`src/core_pkg.sv`:
```
// rv32i base subset only: no fence, csr, ecall or compressed forms, xlen fixed at 32
package core_pkg;

	localparam int xlen = 32;

	// ------------------------------------------------
	// major opcodes and function codes
	// ------------------------------------------------
	typedef enum logic [6:0] {
		opc_r      = 7'b0110011,
		opc_i_r    = 7'b0010011,
		opc_lui    = 7'b0110111,
		opc_auipc  = 7'b0010111,
		opc_branch = 7'b1100011,
		opc_jal    = 7'b1101111,
		opc_jalr   = 7'b1100111,
		opc_load   = 7'b0000011,
		opc_store  = 7'b0100011
	} opcode_e;

	localparam logic [2:0] f3_add  = 3'b000; // add, sub, addi
	localparam logic [2:0] f3_sll  = 3'b001;
	localparam logic [2:0] f3_slt  = 3'b010;
	localparam logic [2:0] f3_sltu = 3'b011;
	localparam logic [2:0] f3_xor  = 3'b100;
	localparam logic [2:0] f3_srl  = 3'b101; // srl and sra
	localparam logic [2:0] f3_or   = 3'b110;
	localparam logic [2:0] f3_and  = 3'b111;

	localparam logic [2:0] f3_beq  = 3'b000;
	localparam logic [2:0] f3_bne  = 3'b001;
	localparam logic [2:0] f3_blt  = 3'b100;
	localparam logic [2:0] f3_bge  = 3'b101;
	localparam logic [2:0] f3_bltu = 3'b110;
	localparam logic [2:0] f3_bgeu = 3'b111;

	localparam logic [6:0] f7_base = 7'b0000000;
	localparam logic [6:0] f7_alt  = 7'b0100000; // sub, sra

	// ------------------------------------------------
	// control encodings
	// ------------------------------------------------
	typedef enum logic [3:0] {
		alu_add, alu_sub, alu_slt, alu_sltu, alu_and,
		alu_or, alu_xor, alu_sll, alu_srl, alu_sra
	} alu_op_e;

	typedef enum logic [1:0] {br_eq, br_ne, br_lt, br_ltu} br_cnd_e;
	// same values as funct3[1:0] of loads and stores
	typedef enum logic [1:0] {mem_byte = 2'd0, mem_half = 2'd1, mem_word = 2'd2} mem_size_e;
	typedef enum logic [1:0] {src_rs2, src_imm} src_sel_e;
	typedef enum logic [1:0] {wb_alu, wb_imm, wb_pc4, wb_none} wb_sel_e;

	// ------------------------------------------------
	// instruction formats, msb first
	// ------------------------------------------------
	typedef struct packed {
		logic [6:0] funct7;
		logic [4:0] rs2, rs1;
		logic [2:0] funct3;
		logic [4:0] rd;
		logic [6:0] opcode;
	} r_fmt_t;

	typedef struct packed {
		logic [11:0] imm_11_0;
		logic [4:0]  rs1;
		logic [2:0]  funct3;
		logic [4:0]  rd;
		logic [6:0]  opcode;
	} i_fmt_t;

	typedef struct packed {
		logic [6:0] imm_11_5;
		logic [4:0] rs2, rs1;
		logic [2:0] funct3;
		logic [4:0] imm_4_0;
		logic [6:0] opcode;
	} s_fmt_t;

	typedef struct packed {
		logic       imm_12;
		logic [5:0] imm_10_5;
		logic [4:0] rs2, rs1;
		logic [2:0] funct3;
		logic [3:0] imm_4_1;
		logic       imm_11;
		logic [6:0] opcode;
	} b_fmt_t;

	typedef struct packed {
		logic [19:0] imm_31_12;
		logic [4:0]  rd;
		logic [6:0]  opcode;
	} u_fmt_t;

	typedef struct packed {
		logic       imm_20;
		logic [9:0] imm_10_1;
		logic       imm_11;
		logic [7:0] imm_19_12;
		logic [4:0] rd;
		logic [6:0] opcode;
	} j_fmt_t;

	typedef union packed {
		r_fmt_t r;
		i_fmt_t i;
		s_fmt_t s;
		b_fmt_t b;
		u_fmt_t u;
		j_fmt_t j;
	} inst_u;

	// ------------------------------------------------
	// stage packets
	// ------------------------------------------------
	typedef struct packed {
		inst_u           inst;
		logic [xlen-1:0] pc, pc4;
	} fetch_pkt_t;

	typedef struct packed {
		logic [xlen-1:0] src1, src2, imm, pc, pc4;
		logic [4:0]      rd;
		alu_op_e         alu_op;
		logic            a_pc;      // pc as alu operand a
		src_sel_e        b_sel;
		wb_sel_e         wb_sel;
		logic            br;
		br_cnd_e         br_cnd;
		logic            order;     // inverts lt/ltu into ge/geu
		logic            mem_req, mem_we;
		mem_size_e       mem_size;
		logic            ill;
	} dec_pkt_t;

	typedef struct packed {
		logic            we;
		logic [4:0]      rd;
		logic [xlen-1:0] data;
	} wb_t;

	typedef struct packed {
		logic [4:0]      rd;
		logic [xlen-1:0] data;
		logic            we;
		logic            br_taken;
		logic [xlen-1:0] target;
		logic            mem_req, mem_we;
		mem_size_e       mem_size;
		logic [xlen-1:0] mem_addr, mem_wdata;
		logic            ill;
	} exe_res_t;

endpackage

```
`src/core_dec_s.sv`:
```
// operands are read with no hazard check; a dependent instruction must trail by 3 cycles
`timescale 1ns/1ps

module core_dec_s (
	input  logic                 clk,
	input  logic                 arst_n,
	input  logic                 fetch_val,
	input  core_pkg::fetch_pkt_t fetch_pkt,
	input  logic                 kill,
	input  core_pkg::wb_t        wb,
	output logic                 dec_val,
	output core_pkg::dec_pkt_t   dec_pkt
);
	import core_pkg::*;

	inst_u           inst;
	dec_pkt_t        dec_d;
	logic [xlen-1:0] src1, src2;
	logic [xlen-1:0] imm_i, imm_s, imm_b, imm_u, imm_j;

	// sub and sra only with funct7 alt; i-type checks funct7 on shifts only
	function automatic logic alu_ok(input logic [2:0] f3, input logic [6:0] f7,
		input logic imm);
		logic alt_ok;
		alt_ok = (f3 == f3_srl) || (f3 == f3_add && !imm);
		if (imm && f3 != f3_sll && f3 != f3_srl) begin
			return 1'b1;
		end
		return (f7 == f7_base) || (f7 == f7_alt && alt_ok);
	endfunction

	function automatic alu_op_e alu_sel(input logic [2:0] f3, input logic alt, input logic imm);
		case (f3)
			f3_add:  return (alt && !imm) ? alu_sub : alu_add; // no subi
			f3_sll:  return alu_sll;
			f3_slt:  return alu_slt;
			f3_sltu: return alu_sltu;
			f3_xor:  return alu_xor;
			f3_srl:  return alt ? alu_sra : alu_srl;
			f3_or:   return alu_or;
			default: return alu_and;
		endcase
	endfunction

	assign inst = fetch_pkt.inst;

	core_reg_file u_reg_file (
		.clk    (clk),
		.arst_n (arst_n),
		.rs1    (inst.r.rs1),
		.rs2    (inst.r.rs2),
		.wb     (wb),
		.src1   (src1),
		.src2   (src2)
	);

	// ------------------------------------------------
	// immediates by format
	// ------------------------------------------------
	assign imm_i = {{20{inst.i.imm_11_0[11]}}, inst.i.imm_11_0};
	assign imm_s = {{20{inst.s.imm_11_5[6]}}, inst.s.imm_11_5, inst.s.imm_4_0};
	assign imm_b = {{19{inst.b.imm_12}}, inst.b.imm_12, inst.b.imm_11,
		inst.b.imm_10_5, inst.b.imm_4_1, 1'b0};
	assign imm_u = {inst.u.imm_31_12, 12'b0};
	assign imm_j = {{11{inst.j.imm_20}}, inst.j.imm_20, inst.j.imm_19_12,
		inst.j.imm_11, inst.j.imm_10_1, 1'b0};

	// ------------------------------------------------
	// field decode
	// ------------------------------------------------
	always_comb begin
		dec_d          = '0;
		dec_d.src1     = src1;
		dec_d.src2     = src2;
		dec_d.pc       = fetch_pkt.pc;
		dec_d.pc4      = fetch_pkt.pc4;
		dec_d.rd       = inst.r.rd;
		dec_d.alu_op   = alu_add;
		dec_d.b_sel    = src_rs2;
		dec_d.wb_sel   = wb_none;
		dec_d.br_cnd   = br_eq;
		dec_d.mem_size = mem_size_e'(inst.i.funct3[1:0]);
		case (opcode_e'(inst.r.opcode))
			opc_r: begin
				dec_d.wb_sel = wb_alu;
				dec_d.alu_op = alu_sel(inst.r.funct3, inst.r.funct7 == f7_alt, 1'b0);
				dec_d.ill    = !alu_ok(inst.r.funct3, inst.r.funct7, 1'b0);
			end
			opc_i_r: begin
				dec_d.wb_sel = wb_alu;
				dec_d.b_sel  = src_imm;
				dec_d.imm    = imm_i;
				dec_d.alu_op = alu_sel(inst.i.funct3, inst.r.funct7 == f7_alt, 1'b1);
				dec_d.ill    = !alu_ok(inst.i.funct3, inst.r.funct7, 1'b1);
			end
			opc_lui: begin
				dec_d.wb_sel = wb_imm;
				dec_d.imm    = imm_u;
			end
			opc_auipc, opc_jal: begin // alu forms pc+imm
				dec_d.wb_sel = (inst.r.opcode == opc_jal) ? wb_pc4 : wb_alu;
				dec_d.a_pc   = 1'b1;
				dec_d.b_sel  = src_imm;
				dec_d.imm    = (inst.r.opcode == opc_jal) ? imm_j : imm_u;
			end
			opc_jalr: begin
				dec_d.wb_sel = wb_pc4;
				dec_d.b_sel  = src_imm;
				dec_d.imm    = imm_i;
				dec_d.ill    = (inst.i.funct3 != 3'b000);
			end
			opc_branch: begin
				dec_d.br  = 1'b1;
				dec_d.imm = imm_b;
				case (inst.b.funct3)
					f3_beq:  dec_d.br_cnd = br_eq;
					f3_bne:  dec_d.br_cnd = br_ne;
					f3_blt:  dec_d.br_cnd = br_lt;
					f3_bltu: dec_d.br_cnd = br_ltu;
					f3_bge: begin
						dec_d.br_cnd = br_lt;
						dec_d.order  = 1'b1;
					end
					f3_bgeu: begin
						dec_d.br_cnd = br_ltu;
						dec_d.order  = 1'b1;
					end
					default: dec_d.ill = 1'b1;
				endcase
			end
			opc_load: begin // lb lh lw lbu lhu
				dec_d.mem_req = 1'b1;
				dec_d.imm     = imm_i;
				dec_d.ill     = (inst.i.funct3[1:0] == 2'b11) || (inst.i.funct3[2:1] == 2'b11);
			end
			opc_store: begin
				dec_d.mem_req = 1'b1;
				dec_d.mem_we  = 1'b1;
				dec_d.imm     = imm_s;
				dec_d.ill     = inst.s.funct3[2] || (inst.s.funct3[1:0] == 2'b11);
			end
			default: dec_d.ill = 1'b1;
		endcase
		// illegal words carry no side effects downstream
		if (dec_d.ill) begin
			dec_d.wb_sel  = wb_none;
			dec_d.br      = 1'b0;
			dec_d.mem_req = 1'b0;
			dec_d.mem_we  = 1'b0;
		end
	end

	always_ff @(posedge clk or negedge arst_n) begin
		if (!arst_n) begin
			dec_val <= 1'b0;
		end else begin
			dec_val <= fetch_val & ~kill;
		end
	end

	always_ff @(posedge clk) begin
		if (fetch_val) begin
			dec_pkt <= dec_d;
		end
	end

	// a store reaching execute never also asks for a register write
	a_store_no_wb: assert property (@(posedge clk) disable iff (!arst_n)
		(dec_val && dec_pkt.mem_we) |-> (dec_pkt.mem_req && dec_pkt.wb_sel == wb_none));

endmodule

```
`src/core_exe_s.sv`:
```
// no data memory behind the request; loads report it and write back nothing
`timescale 1ns/1ps

module core_exe_s (
	input  logic               clk,
	input  logic               arst_n,
	input  logic               dec_val,
	input  core_pkg::dec_pkt_t dec_pkt,
	output logic               res_val,
	output core_pkg::exe_res_t res,
	output core_pkg::wb_t      wb
);
	import core_pkg::*;

	logic [xlen-1:0] op_a, op_b, alu_res;
	logic [4:0]      shamt;
	logic            cmp, taken, jump;
	logic [xlen-1:0] wb_data;
	exe_res_t        res_d;

	assign op_a  = dec_pkt.a_pc ? dec_pkt.pc : dec_pkt.src1;
	assign op_b  = (dec_pkt.b_sel == src_imm) ? dec_pkt.imm : dec_pkt.src2;
	assign shamt = op_b[4:0]; // upper shift bits ignored

	always_comb begin
		case (dec_pkt.alu_op)
			alu_add:  alu_res = op_a + op_b;
			alu_sub:  alu_res = op_a - op_b;
			alu_slt:  alu_res = {{(xlen-1){1'b0}}, $signed(op_a) < $signed(op_b)};
			alu_sltu: alu_res = {{(xlen-1){1'b0}}, op_a < op_b};
			alu_and:  alu_res = op_a & op_b;
			alu_or:   alu_res = op_a | op_b;
			alu_xor:  alu_res = op_a ^ op_b;
			alu_sll:  alu_res = op_a << shamt;
			alu_srl:  alu_res = op_a >> shamt;
			alu_sra:  alu_res = $unsigned($signed(op_a) >>> shamt);
			default:  alu_res = op_a + op_b;
		endcase
	end

	// ------------------------------------------------
	// branch compare, ge comes from an inverted lt
	// ------------------------------------------------
	always_comb begin
		case (dec_pkt.br_cnd)
			br_eq:   cmp = (dec_pkt.src1 == dec_pkt.src2);
			br_ne:   cmp = (dec_pkt.src1 != dec_pkt.src2);
			br_lt:   cmp = ($signed(dec_pkt.src1) < $signed(dec_pkt.src2));
			default: cmp = (dec_pkt.src1 < dec_pkt.src2);
		endcase
	end

	assign taken = dec_pkt.br & (cmp ^ dec_pkt.order);
	assign jump  = (dec_pkt.wb_sel == wb_pc4); // jal and jalr only

	always_comb begin
		case (dec_pkt.wb_sel)
			wb_alu:  wb_data = alu_res;
			wb_imm:  wb_data = dec_pkt.imm;
			wb_pc4:  wb_data = dec_pkt.pc4;
			default: wb_data = '0;
		endcase
	end

	always_comb begin
		res_d.rd        = dec_pkt.rd;
		res_d.data      = wb_data;
		res_d.we        = dec_val & ~dec_pkt.ill & (dec_pkt.wb_sel != wb_none) &
			(dec_pkt.rd != 5'd0);
		res_d.br_taken  = taken | jump;
		// jal already even, jalr needs bit 0 cleared
		res_d.target    = jump ? {alu_res[xlen-1:1], 1'b0} : dec_pkt.pc + dec_pkt.imm;
		res_d.mem_req   = dec_pkt.mem_req;
		res_d.mem_we    = dec_pkt.mem_we;
		res_d.mem_size  = dec_pkt.mem_size;
		res_d.mem_addr  = dec_pkt.src1 + dec_pkt.imm;
		res_d.mem_wdata = dec_pkt.mem_we ? dec_pkt.src2 : '0;
		res_d.ill       = dec_pkt.ill;
	end

	always_ff @(posedge clk or negedge arst_n) begin
		if (!arst_n) begin
			res_val <= 1'b0;
			res     <= '0;
		end else begin
			res_val <= dec_val;
			res     <= res_d;
		end
	end

	assign wb = '{we: res.we, rd: res.rd, data: res.data}; // same register as res

	a_res_has_src: assert property (@(posedge clk) disable iff (!arst_n)
		(res_val || wb.we) |-> $past(dec_val));

endmodule

```
`src/core_fetch_s.sv`:
```
// pc advances on every strobe, killed ones included; the pc is never redirected
`timescale 1ns/1ps

module core_fetch_s #(
	parameter logic [core_pkg::xlen-1:0] reset_pc = 32'h0000_0000
) (
	input  logic                      clk,
	input  logic                      arst_n,
	input  logic                      inst_val,
	input  logic [core_pkg::xlen-1:0] inst,
	input  logic                      kill,
	output logic                      fetch_val,
	output core_pkg::fetch_pkt_t      fetch_pkt
);
	import core_pkg::*;

	logic [xlen-1:0] pc;
	logic [xlen-1:0] pc4;

	assign pc4 = pc + xlen'(4);

	always_ff @(posedge clk or negedge arst_n) begin
		if (!arst_n) begin
			pc        <= reset_pc;
			fetch_val <= 1'b0;
		end else begin
			fetch_val <= inst_val & ~kill; // flush drops the pending strobe
			if (inst_val) begin
				pc <= pc4;
			end
		end
	end

	// payload only, qualified by fetch_val downstream
	always_ff @(posedge clk) begin
		if (inst_val) begin
			fetch_pkt.inst <= inst;
			fetch_pkt.pc   <= pc;
			fetch_pkt.pc4  <= pc4;
		end
	end

	a_inst_known: assert property (@(posedge clk) disable iff (!arst_n)
		inst_val |-> !$isunknown(inst));

endmodule

```
`src/core_reg_file.sv`:
```
// reads are combinational; a write lands on the edge and is not bypassed to a same-cycle read
`timescale 1ns/1ps

module core_reg_file (
	input  logic                      clk,
	input  logic                      arst_n,
	input  logic [4:0]                rs1,
	input  logic [4:0]                rs2,
	input  core_pkg::wb_t             wb,
	output logic [core_pkg::xlen-1:0] src1,
	output logic [core_pkg::xlen-1:0] src2
);
	import core_pkg::*;

	logic [xlen-1:0] regs [32]; // x0 kept at zero by the write guard

	always_ff @(posedge clk or negedge arst_n) begin
		if (!arst_n) begin
			for (int k = 0; k < 32; k++) begin
				regs[k] <= '0;
			end
		end else if (wb.we && wb.rd != 5'd0) begin
			regs[wb.rd] <= wb.data;
		end
	end

	assign src1 = regs[rs1];
	assign src2 = regs[rs2];

	// x0 stays zero on both ports, also after a write aimed at it
	a_x0_reads_zero: assert property (@(posedge clk) disable iff (!arst_n)
		((rs1 == 5'd0) |-> (src1 == '0)) and ((rs2 == 5'd0) |-> (src2 == '0)));

endmodule

```
`src/core_top.sv`:
```
// one instruction per strobe with no back-pressure; register hazards are left to the issuer
`timescale 1ns/1ps

module core_top #(
	parameter logic [core_pkg::xlen-1:0] reset_pc = 32'h0000_0000
) (
	input  logic                      clk,
	input  logic                      arst_n,
	input  logic                      inst_val,
	input  logic [core_pkg::xlen-1:0] inst,
	input  logic                      kill,
	output logic                      res_val,
	output core_pkg::exe_res_t        res
);
	import core_pkg::*;

	logic       fetch_val;
	fetch_pkt_t fetch_pkt;
	logic       dec_val;
	dec_pkt_t   dec_pkt;
	wb_t        wb;        // execute back to the decode register file

	// ------------------------------------------------
	// fetch -> decode -> execute
	// ------------------------------------------------
	core_fetch_s #(
		.reset_pc (reset_pc)
	) u_fetch (
		.clk       (clk),
		.arst_n    (arst_n),
		.inst_val  (inst_val),
		.inst      (inst),
		.kill      (kill),
		.fetch_val (fetch_val),
		.fetch_pkt (fetch_pkt)
	);

	core_dec_s u_dec (
		.clk       (clk),
		.arst_n    (arst_n),
		.fetch_val (fetch_val),
		.fetch_pkt (fetch_pkt),
		.kill      (kill),
		.wb        (wb),
		.dec_val   (dec_val),
		.dec_pkt   (dec_pkt)
	);

	core_exe_s u_exe (
		.clk     (clk),
		.arst_n  (arst_n),
		.dec_val (dec_val),
		.dec_pkt (dec_pkt),
		.res_val (res_val),
		.res     (res),
		.wb      (wb)
	);

endmodule

```
`config.mk`:
```
export PLATFORM = sky130hd
export DESIGN_NAME = core_top
export DESIGN_NICKNAME = d
export VERILOG_FILES = /design/src/core_pkg.sv /design/src/core_dec_s.sv /design/src/core_exe_s.sv /design/src/core_fetch_s.sv /design/src/core_reg_file.sv /design/src/core_top.sv
export SDC_FILE = /design/constraint.sdc
export NUM_CORES = 2
export LEC_CHECK = 0
export BUFFER_PORTS_ARGS = -buffer_cell sky130_fd_sc_hd__buf_4
export CAP_MARGIN = 5
export CORE_MARGIN = 2
export CORE_UTILIZATION = 35
export CTS_BUF_LIST = sky130_fd_sc_hd__clkbuf_16
export CTS_CLUSTER_DIAMETER = 40
export CTS_CLUSTER_SIZE = 30
export DETAILED_ROUTE_END_ITERATION = 8
export PLACE_DENSITY_LB_ADDON = 0.1
export SYNTH_ARGS = -nofsm -noshare
export SYNTH_HDL_FRONTEND = slang
export SYNTH_HIERARCHICAL = 1
export SYNTH_SLANG_ARGS = --single-unit
```
`constraint.sdc`:
```
create_clock -name clk -period 5.6 [get_ports clk]
set_input_delay 1.12 -clock clk [delete_from_list [all_inputs] [get_ports clk]]
set_output_delay 1.12 -clock clk [all_outputs]
set_load 0.01 [all_outputs]
```
# --- Word-level counts from Yosys, hierarchy flattened ---
# Index checks and enable logic that the tools add are counted.
# W data, S select, Z words.
word_totals:
  ff_bits: 1478
  inputBits: 36
  output_inout_bits: 141
  elab_cells: 205
op_classes:
  n_addsub: 5
  order_cmp: 8
  n_eq_ne: 38
  shifts: 3
  muxes: 39
  n_bitwise: 16
  reduce_logical: 29
ops:
  columns: ["cell", "n"]
  rows:
  - ["$bwmux W1024", 1]
  - ["$bmux W32 S5", 2]
  - ["$mux W32", 9]
  - ["$pmux W32 S9", 1]
  - ["$demux W32 S5", 1]
  - ["$pmux W32 S5", 1]
  - ["$lt A32 B32 Y1", 4]
  - ["$add A32 B32 Y32", 3]
  - ["$pmux W32 S3", 1]
  - ["$pmux W4 S7", 2]
  - ["$add A32 B3 Y32 const B", 1]
  - ["$and A32 B32 Y32", 1]
  - ["$eq A32 B32 Y1", 1]
  - ["$ne A32 B32 Y1", 1]
  - ["$or A32 B32 Y32", 1]
  - ["$shl A32 B5 Y32", 1]
  - ["$shr A32 B5 Y32", 1]
  - ["$sshr A32 B5 Y32", 1]
  - ["$sub A32 B32 Y32", 1]
  - ["$xor A32 B32 Y32", 1]
  - ["$mux W31", 1]
  - ["$eq A7 B6 Y1 const B", 4]
  - ["$eq A7 B7 Y1 const B", 3]
  - ["$ge A6 B6 Y1 const B", 3]
  - ["other kinds (40)", 92]

# --- Longest topological paths before layout ---
depth:
  depth_word: 8
  depth_mapped: 20
  mapped_depth_nobuf: 16

# --- By module ---
# The synthesis kept the hierarchy.
by_module_without_submodules:
  columns: ["mod", "n_inst", "cells_per_inst", "area_each_um2", "seq_area_each_um2"]
  rows:
  - ["core_reg_file", 1, 4601, 55942.4, 25624.6]
  - ["core_exe_s", 1, 2432, 19038.3, 3528.4]
  - ["core_dec_s", 1, 308, 6322.3, 5490.3]
  - ["core_fetch_s", 1, 297, 4725.8, 3538.4]

# --- Least setup slack after synthesis ---
# Ideal clock, no wire load.
synth_timing:
  path_type: "register -> register"
  startpoint: "reg u_fetch.fetch_val"
  endpoint: "reg u_dec/dec_pkt[0] (netlist name)"
  setup_ns: 0.543
  t_arrival_ns: 3.990
  required_time_ns: 5.057
  path_slack_ns: 1.066
  path_stages_with_launch: 1
  n_path_buf: 0
  period_less_slack_ns: 4.534
  path_cell_list: "dfrtp_1"
synth_lines:
  columns: ["element", "line", "source"]
  rows:
  - ["from (decl)", "core_fetch_s.sv:12", "output logic fetch_val,"]
  - ["from (signal assigned)", "core_fetch_s.sv:27", "fetch_val <= inst_val & ~kill;"]
# No word-level cell between the ends.

==> metrics.cfg <==
[sta]
relSlewSlack_pct=-1.14
tightestPinTransition_ns=1.51
finalHoldViolCount=0
timing.setup.tns_ns=0
finClkSkew_ns=0.0725
hold_ws_ns=0.137
period_share_pct=91.8
clock.fmax_mhz=195
fin_crit_ns=5.14
final-setup-viol-count=0
rsz0062_at_grt=no
maxSlewViolCount=4

[cts]
cts_tree=yes
clock_latency_ns=0.94
post_cts_buffers=0
root_buffer=clkbuf_16
clkTransAtPathRegs_ns=0.04
clock_path_buffers=4
cts_buffers=316
htree_levels=5
clock_sinks=1471
cts.repair.resized=0
ctsHoldBuffers=0

[grt]
antenna_found_initial=15
grt.total_usage_pct=29.3
grt_first_pass_wirelength_mm=525
grt_max_degree=134
grt_pass1_vias=66600
grt.overflow.total=0

[outcome]
status=finished, violations left
violations=capacitance limit, slew limit

[yosys]
syn-instance-count=7638
netlist_area_um2=86000
postSynth.asyncResetShare_pct=81.4
synth_cell_types=120
synth_edf_count=274
ys.flop_type=dfrtp_1
ys_warn_count=6
ys_seq_area_share_pct=44.4
syn_area_per_cell_um2=11.3
synth_seq_cells=1471

[routing]
drc=0
routed_via_density=5.99
wl_per_cell_um=33.6
drtIter0Drc=6794
postRouteAntennaNets=0
wl_mm=376
vias=67000
dr.pass1.iters=6

[worst_setup_path]
critPathRequiredTime_ns=6.35
crit_fanout=30
startpoint_type=flip-flop
crit_type=flip-flop to flip-flop
worstSetupEndpointType=flip-flop
crit_arrival_ns=5.89

[die]
die_x_um=500
die_h_um=500
dieArea_um2=250000
num_io_pins=177
fp-row-count=182
fp.coreArea_um2=245000
start_util_pct=35.1

[layout]
final_cells=11200
fin_area_um2=101000
layout.cells.most_common=dfrtp_1
finish.utilization_pct=41.1
drive_above_1_share_pct=26.0
multi_input_area_um2=43700
regArea_um2=38200
layout.nets=7949
final_cell_mix=dfrtp_1, mux2i_1, mux2_2, a21oi_1, buf_4
area_growth_pct=17.3
n_fill_cell=23400

[placement]
placed_area_um2=90400
io_buffers=176
routabilityCongestion=0.967
dpl.cell_count=10600
dp_hpwl_mm=258

[power]
pwr-share-comb_pct=19.3
seqPwrFrac_pct=33.5
p_leak_nw=46.7
power.switching_mw=12.1
max-vdd-ir-drop_mv=0.308
swShare_pct=31.0
internal_power_mw=27.0
p_per_area_nw_per_um2=388
pwr-share-clk_pct=47.2

[hold_path]
hold_class=primary input to async pin

[job]
drv_cap=1

[cell families after synthesis]
group | synth area share, %
mux | 26.2
compound gates | 12.9
flops | 44.4
simple gates | 7.38
buf+inv | 4.99
fa+ha+maj | 2.89
xor+xnor | 1.27
other cells | 0.00873
[critical path: stages, from the launching register on]
cell	delay, ns
edfxtp_1	0.44
nand2b_1	0.20
buf_4	0.30
mux2i_4	0.42
buf_4	0.47
nor2_1	0.30
a2111oi_0	1.18
buf_4	0.27
o21ai_0	0.08
a2111oi_1	0.55
buf_4	0.25
a31oi_1	0.21
mux2i_1	0.21
o21ai_1	0.08
[per-stage QoR]
stage          total power, mW  setup WS [ns]
6_report                  39.1          0.460
5_1_grt                   40.5          0.281
4_1_cts                   39.4          0.622
3_5_place_dp              20.7          0.587
3_3_place_gp              20.6          0.731
2_1_floorplan             17.2           1.07
[final timing paths]
path,from,slack [ns],end,cells past startpoint
worst max-delay path,u_dec/dec_pkt[11],0.46,u_exe/res[121],13
worst min-delay path,arst_n,0.14,u_dec/u_reg_file/regs[1023],1
worst max register to register,u_dec/dec_pkt[11],0.46,u_exe/res[121],13
worst min register to register,u_dec/dec_pkt[4],0.36,u_exe/res[68],0
max in group asynchronous,arst_n,4.03,u_dec/u_reg_file/regs[301],2
min in group clk,kill,0.33,u_fetch/fetch_val,2
[registers in the layout, indices dropped and copies added, names as in the netlist]
signal	cells
u_dec/u_reg_file/regs	1024
u_dec/dec_val	1
u_fetch/pc	30
u_exe/res	140
u_exe/res_val	1
u_fetch/fetch_pkt	92
u_fetch/fetch_val	1
u_dec/dec_pkt	182
[routing by layer]
layer,part of all wire [%],GRT usage [%],up-vias
li1,-,-,28600
met1,47,43.6,35100
met2,42,42.7,2687
met3,6.8,5.21,588
met4,3.6,9.81,4
met5,0.0056,0,-
[final cells by class]
class | count | share of cell area, %
diodes | 10 | 0.0248
clock buffers | 323 | 8.01
multi-input cells | 5322 | 43.3
inverters | 160 | 0.598
flip-flops and latches | 1471 | 37.9
repair buffers | 446 | 3.83
well taps | 3220 | 3.99
clock inverters | 235 | 2.34
[power by group through the flow]
stage,sequential (mW),combinational [mW],clock [mW]
6_report,13.1,7.54,18.5
5_1_grt,13.2,7.94,19.4
4_1_cts,13.1,7.43,18.8
3_5_place_dp,13.3,7.40,0
3_3_place_gp,13.2,7.40,0
2_1_floorplan,12.8,4.48,0
[synth_stat cells (all sizes together), types with 92 or more instances]
master	n	area, um^2
dfrtp	1197	30000
mux2i	1060	10600
mux2	1034	11700
a21oi	424	2130
nand2	399	1500
buf	382	2520
clkbuf	306	1160
edfxtp	274	8230
nand3	262	1340
a22oi	230	1740
nor2	226	973
ha	192	2400
o21ai	165	848
inv	159	599
a22o	136	1190
nor3	108	541
a21o	105	790
a31oi	101	632
a211oi	95	778
xnor2	92	806
No activity file was read; power rests on OpenSTA's default activity.
